===== config.mk =====
export PLATFORM = sky130hd
export DESIGN_NAME = memory_bank
export DESIGN_NICKNAME = d
export VERILOG_FILES = /design/src/source/bus_bridge_pkg.sv /design/src/source/memory_bank.sv
export VERILOG_INCLUDE_DIRS = /design/src /design/src/include
export SDC_FILE = /design/constraint.sdc
export NUM_CORES = 2
export LEC_CHECK = 0
export ABC_AREA = 1
export BUFFER_PORTS_ARGS = -buffer_cell sky130_fd_sc_hd__buf_2
export CAP_MARGIN = 20
export CORE_MARGIN = 1
export CORE_UTILIZATION = 40
export DETAILED_ROUTE_END_ITERATION = 6
export GPL_ROUTABILITY_DRIVEN = 0
export PLACE_DENSITY = 0.53
export REMOVE_ABC_BUFFERS = 1
export SYNTH_ARGS = -nofsm -noshare
export SYNTH_HDL_FRONTEND = slang
export SYNTH_SLANG_ARGS = --single-unit

===== constraint.sdc =====
create_clock -name clock50 -period 19.02 [get_ports clock50]
set_input_delay 0.951 -clock clock50 [delete_from_list [all_inputs] [get_ports clock50]]
set_output_delay 0.951 -clock clock50 [all_outputs]
set_load 0.01 [all_outputs]

===== src/include/bus_bridge_consts.svh =====
/* bus bridge constants
 * bus and word widths, queue depth, credit width, memory size
 */
`ifndef BUS_BRIDGE_CONSTS_SVH
`define BUS_BRIDGE_CONSTS_SVH

// one bus transfer, also the word address width
`define BUS_WIDTH 8

`define HALVES_PER_WORD 2
`define WORD_WIDTH (`BUS_WIDTH * `HALVES_PER_WORD)

// queue entries, equal to the credits the slave starts with
`define REQUEST_FIFO_DEPTH 4
`define CREDIT_WIDTH 3 // holds 0 to REQUEST_FIFO_DEPTH

`define MEMORY_WORDS (1 << `BUS_WIDTH)

`endif


===== src/source/bus_bridge_pkg.sv =====
/* bus bridge package
 * data word union, seen whole or as two bus halves
 * memory request carried from bus slave through queue to memory bank
 */
`include "bus_bridge_consts.svh"

package bus_bridge_pkg;

	// one stored word; the slave fills it a half at a time
	typedef union packed {
		logic [`WORD_WIDTH-1:0] word;
		struct packed {
			logic [`BUS_WIDTH-1:0] high; // sent first
			logic [`BUS_WIDTH-1:0] low;
		} halves;
	} data_word_u;

	// 25 bit queue entry
	typedef struct packed {
		logic is_read;
		logic [`BUS_WIDTH-1:0] address;
		data_word_u data; // unused on reads
	} request_t;

endpackage


===== src/source/memory_bank.sv =====
/* memory bank behind the request queue
 * clears every word after reset, then runs queued writes and reads
 * read data comes back one cycle after the pop
 */
`timescale 1ns/10ps
`include "bus_bridge_consts.svh"

module memory_bank (
	input logic clock50,
	input logic reset,
	input logic pop_valid,
	input bus_bridge_pkg::request_t pop_request,
	output logic pop,
	output logic read_response_valid,
	output bus_bridge_pkg::data_word_u read_response_data
);
	import bus_bridge_pkg::*;

	data_word_u memory [`MEMORY_WORDS];
	logic [`BUS_WIDTH-1:0] clear_address;
	logic clearing;
	logic do_write;
	logic do_read;

	// busy clearing is the only stall
	assign pop = pop_valid && !clearing;
	assign do_write = pop && !pop_request.is_read;
	assign do_read = pop && pop_request.is_read;

	always_ff @(posedge clock50) begin
		if (reset) begin
			clearing <= 1'b1;
			clear_address <= '0;
			read_response_valid <= 1'b0;
		end else begin
			read_response_valid <= do_read;
			if (clearing) begin
				clear_address <= clear_address + 1'b1;
				if (&clear_address)
					clearing <= 1'b0; // last word cleared
			end
		end
	end

	always_ff @(posedge clock50) begin
		if (clearing)
			memory[clear_address].word <= '0;
		else if (do_write)
			memory[pop_request.address].word <= pop_request.data.word;
		if (do_read)
			read_response_data <= memory[pop_request.address];
	end

endmodule


==> impl_metrics.ini <==
[yosys]
avgSynthCellArea_um2 = 12.1
yosysWarnings = 0
ys_seq_area_share_pct = 74.5
mappedNetlistArea_um2 = 166000
yosysUniqueCellTypes = 31
synth-seq-cells = 4122
syn_inst = 13700

[timing]
layout_setup_ws_ps = 13180
hold_viol_final = 0
rsz0062_at_grt = false
finalCriticalPeriod_ps = 5840
worst_pin_slew_ps = 1300
setup_viol = 0
fmax_mhz = 171
setup_tns_ps = 0
finalClockSkew_ps = 69.5
drv_slew = 0
fin_crit_sh_pct = 30.7
slew_headroom_pct = 13.0

[global_route]
track_usage_pct = 24.5
grt_pass1_wl_mm = 750
grt_antenna_before_repair = 27
grt_pass1_vias = 102000
grt_max_degree = 193
gr-total-overflow = 0

[route]
ant_nets = 0
viasPerCell = 5.56
wl_mm = 524
route.detailed.wl_per_inst_um = 26.8
vias = 109000
drt_first_pass_iters = 6
drc_errors = 0
dr.first_iter.drc_count = 12800

[critical_path]
slowest_delay_ps = 870
required_ps = 19860
path_class = in2reg
slowest_stage = buf_4
path_cells = buf_12, inv_8, buf_12, buf_4, buf_4, nand2_1, nand3_1, nand3_1, nand3_1, nand3_1, nand3_1, nand3_1, nand2_1, nand2_1, nand2_1
crit_family = buffers and inverters
crit_arrival_ps = 6670
start_kind = input pin
path_buf_inv = 5
endpoint_kind = register
critPathMaxFanout = 149
cp_common_cell = nand3_1

[clock_tree]
postCtsSetupRepairBufs = 0
ctsResizeCount = 0
clk_pin_slew_ps = 60
root_buffer = clkbuf_16
clk_latency_ps = 1010
cts_hold_buf = 0
clockBufferDepth = 4
cts_tree = done
ctsHtreeMaxLevel = 5
cts.sinks = 4122
cts_buffers = 430

[final_layout]
layout_common_cells = nand2_1 (4191), edfxtp_1 (4112), nand3_1 (4033)
nNetsFinal = 13700
regArea_um2 = 124000
final_common_cell = nand2_1
final_cells = 19500
final_util_pct = 45.1
syn_to_final_growth_pct = 12.2
drive_gt1_share_pct = 8.25
fin_area_um2 = 186000
fillers = 37400
multi_input_area_um2 = 38000

[power]
peakVddDrop_uv = 83.0
switchingPower_uw = 4260
switching_share_pct = 22.6
seq_power_share_pct = 52.2
p_clk_share_pct = 42.8
intPower_uw = 14600
power_leakage_uw = 0.0667
powerDensity_nw_per_um2 = 101
combPwrFrac_pct = 5.0

[place]
place_inst = 18700
placed_area_um2 = 173000
dpl.hpwl_mm = 286
numPortBuffers = 45
post-place-ws_ps = 12360

[floorplan]
die_area_um2 = 417000
rows = 236
fp.coreArea_um2 = 413000
fp.dieW_um = 646
start_util_pct = 40.2
die_h_um = 646
io_pins = 46

[job]
cap_violations = 0

[outcome]
outcome = completed

[min_path]
holdCritPathClass = in2reg
-- layout make-up --
| type | count | area share, % |
|---|---|---|
| clock buffer | 547 | 6.11 |
| tap | 5474 | 3.68 |
| clock inverter | 231 | 1.01 |
| timing repair buffer | 483 | 2.18 |
| antenna | 13 | 0.0175 |
| sequential | 4122 | 66.4 |
| multi-input combinational | 8598 | 20.4 |
| inverter | 68 | 0.160 |
-- cell usage after synthesis (all sizes together) --
| master | number | share of area (%) |
|---|---|---|
| a21oi | 5 | 0.015 |
| ha | 1 | 0.0075 |
| o21ai | 13 | 0.075 |
| nor4 | 2 | 0.0075 |
| nand2 | 4224 | 9.6 |
| nor2 | 309 | 0.78 |
| edfxtp | 4112 | 74 |
| nor3 | 6 | 0.018 |
| nor3b | 2 | 0.016 |
| buf | 685 | 2.0 |
| inv | 68 | 0.16 |
| nand3 | 4034 | 12 |
| clkbuf | 254 | 0.57 |
| dfxtp | 10 | 0.12 |
| nand4 | 1 | 0.0038 |
| a31oi | 1 | 0.0038 |
-- sequential cells by signal, summed over array words and instances, names as in the netlist --
signal,cells
read_response_valid,1
memory,4096
read_response_data,16
clear_address,8
clearing,1
-- worst reg2reg max path, stage by stage (launching register included) --
cell and delay, ps:
dfxtp_1 300, buf_4 280, nor2_8 100, nand2_4 180, buf_4 680, nand2_1 170, o21ai_2 120, inv_1 80
nor2_1 120, inv_2 80, nor2_1 170, nand2_2 550, buf_4 500, nor2_1 610, buf_4 430
-- worst paths after layout --
path | slack (ps) | depth (start not counted) | to | startpoint
setup / recovery | 13180 | 15 | read_response_data[7] | pop_request[16]
hold / removal | 340 | 3 | read_response_valid | pop_request[24]
setup reg to reg | 14320 | 14 | memory[65][9] | clearing
hold reg to reg | 510 | 2 | clear_address[7] | clear_address[7]
-- logic make-up (layout without fill, tap and decap cells) --
kind of cell    after synthesis  in the layout  synth area share (%)
fa+ha+maj                     1              1               0.00754
other cells                   0             13                     0
simple gates               8578           8578                  22.6
buf+inv                    1007           1329                  2.76
flops                      4122           4122                  74.5
compound gates               19             19                0.0942
-- power by group through the flow --
stage	registers (uW)	clock network, uW	logic (uW)
3_5_place_dp	10000	0	942
5_1_grt	9850	8530	1010
6_report	9860	8070	946
2_1_floorplan	10000	0	605
3_3_place_gp	10000	0	942
4_1_cts	9850	8200	944
-- routing by layer --
metal  global-route usage [%]  vias to the layer above  wire length [um]
met5                        0                        -                27
met4                     8.27                        4             18600
met3                     3.40                      770             39500
met2                     38.6                     4428            242000
met1                     35.1                    54600            224000
li1                         -                    48900                 -
-- through the flow --
stage / total power [uW] / hold WS [ps]
floorplan: 10700 / 459
global placement: 11000 / 481
detailed placement: 11000 / 497
CTS: 19000 / 265
global route: 19400 / 326
finish: 18900 / 341
Note: power is estimated with default switching activity, not from simulation.
