## config.mk

```make
export PLATFORM = sky130hd
export DESIGN_NAME = request_fifo
export DESIGN_NICKNAME = d
export VERILOG_FILES = /design/src/source/bus_bridge_pkg.sv /design/src/source/request_fifo.sv
export VERILOG_INCLUDE_DIRS = /design/src /design/src/include
export SDC_FILE = /design/constraint.sdc
export NUM_CORES = 1
export LEC_CHECK = 0
export BUFFER_PORTS_ARGS = -buffer_cell sky130_fd_sc_hd__buf_2
export CORE_UTILIZATION = 46
export CTS_BUF_LIST = sky130_fd_sc_hd__clkbuf_4
export DETAILED_ROUTE_END_ITERATION = 8
export GPL_ROUTABILITY_DRIVEN = 0
export HOLD_SLACK_MARGIN = 0.08
export PLACE_DENSITY = 0.7
export RECOVER_POWER = 50
export SYNTH_ARGS = -nofsm -noshare
export SYNTH_HDL_FRONTEND = slang
export SYNTH_SLANG_ARGS = --single-unit
```

## constraint.sdc

```tcl
create_clock -name clock50 -period 1.5 [get_ports clock50]
set_input_delay 0.225 -clock clock50 [delete_from_list [all_inputs] [get_ports clock50]]
set_output_delay 0.225 -clock clock50 [all_outputs]
set_load 0.02 [all_outputs]
```

## src/include/bus_bridge_consts.svh

```systemverilog
/* bus bridge constants
 * bus and word widths, queue depth, credit width, memory size
 */
`ifndef BUS_BRIDGE_CONSTS_SVH
`define BUS_BRIDGE_CONSTS_SVH

// one bus transfer, also the word address width
`define BUS_WIDTH 8

`define HALVES_PER_WORD 2
`define WORD_WIDTH (`BUS_WIDTH * `HALVES_PER_WORD)

// queue entries, equal to the credits the slave starts with
`define REQUEST_FIFO_DEPTH 4
`define CREDIT_WIDTH 3 // holds 0 to REQUEST_FIFO_DEPTH

`define MEMORY_WORDS (1 << `BUS_WIDTH)

`endif

```

## src/source/bus_bridge_pkg.sv

```systemverilog
/* bus bridge package
 * data word union, seen whole or as two bus halves
 * memory request carried from bus slave through queue to memory bank
 */
`include "bus_bridge_consts.svh"

package bus_bridge_pkg;

	// one stored word; the slave fills it a half at a time
	typedef union packed {
		logic [`WORD_WIDTH-1:0] word;
		struct packed {
			logic [`BUS_WIDTH-1:0] high; // sent first
			logic [`BUS_WIDTH-1:0] low;
		} halves;
	} data_word_u;

	// 25 bit queue entry
	typedef struct packed {
		logic is_read;
		logic [`BUS_WIDTH-1:0] address;
		data_word_u data; // unused on reads
	} request_t;

endpackage

```

## src/source/request_fifo.sv

```systemverilog
/* request queue between bus slave and memory bank
 * circular buffer with occupancy count
 * returns one credit to the slave per pop
 */
`timescale 1ns/10ps
`include "bus_bridge_consts.svh"

module request_fifo (
	input logic clock50,
	input logic reset,
	input logic push_valid,
	input bus_bridge_pkg::request_t push_request,
	input logic pop,
	output logic pop_valid,
	output bus_bridge_pkg::request_t pop_request,
	output logic credit_return
);
	import bus_bridge_pkg::*;

	// depth is a power of two, pointers wrap on their own
	localparam int pointer_width = $clog2(`REQUEST_FIFO_DEPTH);
	localparam logic [`CREDIT_WIDTH-1:0] full_count = `CREDIT_WIDTH'(`REQUEST_FIFO_DEPTH);

	request_t entries [`REQUEST_FIFO_DEPTH];
	logic [pointer_width-1:0] write_pointer;
	logic [pointer_width-1:0] read_pointer;
	logic [`CREDIT_WIDTH-1:0] count;

	assign pop_valid = (count != '0);
	assign pop_request = entries[read_pointer]; // head entry, shown whenever not empty

	always_ff @(posedge clock50) begin
		if (reset) begin
			write_pointer <= '0;
			read_pointer <= '0;
			count <= '0;
			credit_return <= 1'b0;
		end else begin
			credit_return <= pop;
			if (push_valid)
				write_pointer <= write_pointer + 1'b1;
			if (pop)
				read_pointer <= read_pointer + 1'b1;
			case ({push_valid, pop})
				2'b10: count <= count + 1'b1;
				2'b01: count <= count - 1'b1;
				default: count <= count;
			endcase
		end
	end

	always_ff @(posedge clock50) begin
		if (push_valid)
			entries[write_pointer] <= push_request;
	end

	// credit flow in the slave is what keeps these true
	assert_no_overflow: assert property (@(posedge clock50) disable iff (reset)
		push_valid |-> count != full_count);
	assert_no_underflow: assert property (@(posedge clock50) disable iff (reset)
		pop |-> count != '0);

endmodule
```

==> reports/results.ini <==
[outcome]
status=complete, but fails checks
failed_checks=setup timing

[timing]
setup_tns_ns=-10.44
min_period_ns=1.960
final-max-slew-violation-count=0
min_period_over_period=1.307
worst_pin_slew_ns=0.3986
max_slew_margin=0.7342
timing.fmax_ghz=0.5102
setup_slack_ns=-0.4601
hold_violations=0
finClkSkew_ns=0.02207
setup_viol=26
rsz0062_at_grt=yes
timing.hold.ws_ns=0.1632

[clocking]
cts_sinks=110
clk_pin_slew_ns=0.17
clk_latency_ns=0.46
clock_path_buffers=2
numCtsBuffers=9
cts_tree=done
cts_root_buffer=clkbuf_4
htreeDepth=3

[floorplanning]
pin_count=56
fp-row-count=34
initial_core_util=0.4720
die_h_microns=96.37
die_w_microns=96.37
die-area_sq_um=9286
fp.coreArea_sq_um=8678

[synth]
syn_nets=210
syn-instance-count=175
synth-edff-count=100
synth_most_common_cell=edfxtp_1
synth_area_leader_cell=edfxtp_1
yosysWarnings=0
ys_top_cells_by_count=edfxtp_1, mux4_2, dfxtp_1
synth_area_sq_um=4096
synth_area_per_cell_sq_um=23.41
synth.area.top_cells=edfxtp_1, mux4_2, dfxtp_1, mux4_1, ha_1
synthDominantCellAreaShare=0.7330
ys_types=22
synthArstFlopShare=0
synth_ff_type=edfxtp_1
ys_seq_area_frac=0.7819
synth-seq-cells=110

[global_route]
grt_pass1_wl_microns=10010
overflow=0
top_usage_layer=met2
grt_start_max_net_pins=26
met2_usage=0.2719
grt_util_met3=0.06003
grtUsageTotal=0.1569
use_met1=0.1821
first_global_vias=2055
antenna_found_initial=0

[cells_and_area]
fin_util=0.5766
design_area_sq_um=5004
area_growth_pct=22.14
fin_nets=308
drive_gt1_frac=0.3129
antenna_cells_inserted=0
num-fill-cells=706

[hold_path]
hold_path_startpoint=push_valid
hold_depth=4
hold_class=in -> reg
hold-path-endpoint=write_pointer[0]$_SDFFE_PP0P_

[critical_path]
r2r-end=count[2]$_SDFFE_PP0P_
r2r_slack_ns=0
start_kind=register
r2r_cells=5
required_ns=1.27
reg2reg_from=count[0]$_SDFFE_PP0P_
crit_type=reg -> out
cp_max_fo=15
critPathCaptureType=primary output
cp.arrival_ns=1.74

[detailed_routing]
dr.first_iter.drc_count=88
drt-wirelength-per-cell_microns=16.83
num_vias=1933
routed_wl_microns=6495
ant_nets=0
drc=0
viasPerCell=5.008
dr.pass1.iters=4

[power_and_ir_drop]
peakVddDrop_mv=0.8110
powerDensity_nw_per_um2=1189
p_leak_nw=1.683

[placed_design]
placed_area_sq_um=4561
post-dp-hpwl_microns=3900
port_buffers=55

[flow_run]
drv_cap=0

[flip-flops by register name, indices dropped and copies added (netlist names), named ones only]
name / count
credit_return: 1
entries: 100
count: 3
read_pointer: 2
write_pointer: 2
[per-stage QoR]
stage	cells	total power, mW	worst slack [ns]
after floorplan	175	4.129	0.04173
after global placement	340	4.382	-0.06307
after detailed placement	340	4.406	-0.1242
after CTS	386	6.021	-0.5085
after global routing	386	6.229	-0.5479
final	386	5.950	-0.4601
[worst max-delay path by stage]
stage / endpoint / cells after the start / slack [ns]
floorplan: count[2]$_SDFFE_PP0P_ / 6 / 0.04
global placement: count[2]$_SDFFE_PP0P_ / 7 / -0.06
detailed placement: count[2]$_SDFFE_PP0P_ / 7 / -0.12
CTS: pop_request[15] / 3 / -0.51
global route: pop_request[15] / 3 / -0.55
finish: pop_request[15] / 3 / -0.46
[layer usage]
layer,wire length [microns],vias to the layer above
li1,-,905
met1,2731,973
met2,3387,48
met3,303,7
met4,73,0
met5,0,-
[power by group]
group	internal (mW)	switching (mW)	leakage (nW)
Combinational	0.427	0.454	0.599
Clock	0.548	0.971	0.0818
Sequential	3.51	0.0447	1.00
Total	4.48	1.47	1.68
[cells by family (layout without fill, tap and decap cells)]
family                     after synthesis  count (layout)  synth area share
AOI/OAI and AO/OA                        2               2          0.002441
xor gates and xnor gates                 5               5           0.01069
adders and majority gates                6               6           0.02016
buffers and inverters                   10             113           0.01985
DFF                                    110             110            0.7819
muxes                                   27              27            0.1469
and+or+nand+nor                         15              15           0.01802
[repair_timing]
| item | in CTS | in global routing |
|---|---|---|
| endpoints found under the hold margin | 110 | 0 |
| hold buffers | 27 | 0 |
| setup endpoints to repair | 101 | 27 |
| pin swaps | 2 | 0 |
| setup buffers | 3 | 0 |
| gates resized for setup | 12 | 10 |
[critical path, cell delays in order (launching register included)]
cell	delay, ns
dfxtp_4	0.40
buf_12	0.17
mux4_2	0.54
buf_2	0.18
[final cells by class]
type | count | area (sq um) | share of cell area
clock buffer | 9 | 67.56 | 0.01350
timing repair buffer | 94 | 676.9 | 0.1353
clock inverter | 7 | 91.34 | 0.01825
inverter | 3 | 11.26 | 0.002251
multi-input combinational | 55 | 813.3 | 0.1625
sequential | 110 | 3208 | 0.6412
tap | 108 | 135.1 | 0.02701
[placed cells by master (no fill, tap or decap), types with 2 or more instances in the layout]
master	netlist	routed
inv_6	0	2
buf_12	2	4
nor2_1	7	7
mux2i_1	2	2
buf_2	2	24
mux4_2	20	24
clkbuf_4	0	9
ha_1	5	5
clkbuf_1	1	28
xor2_1	2	2
dlygate4sd3_1	0	27
buf_6	1	5
edfxtp_1	100	100
and2_4	0	3
buf_4	0	6
inv_1	3	3
xnor2_1	3	3
dfxtp_1	10	8
No activity file was read; power rests on OpenSTA's default activity.
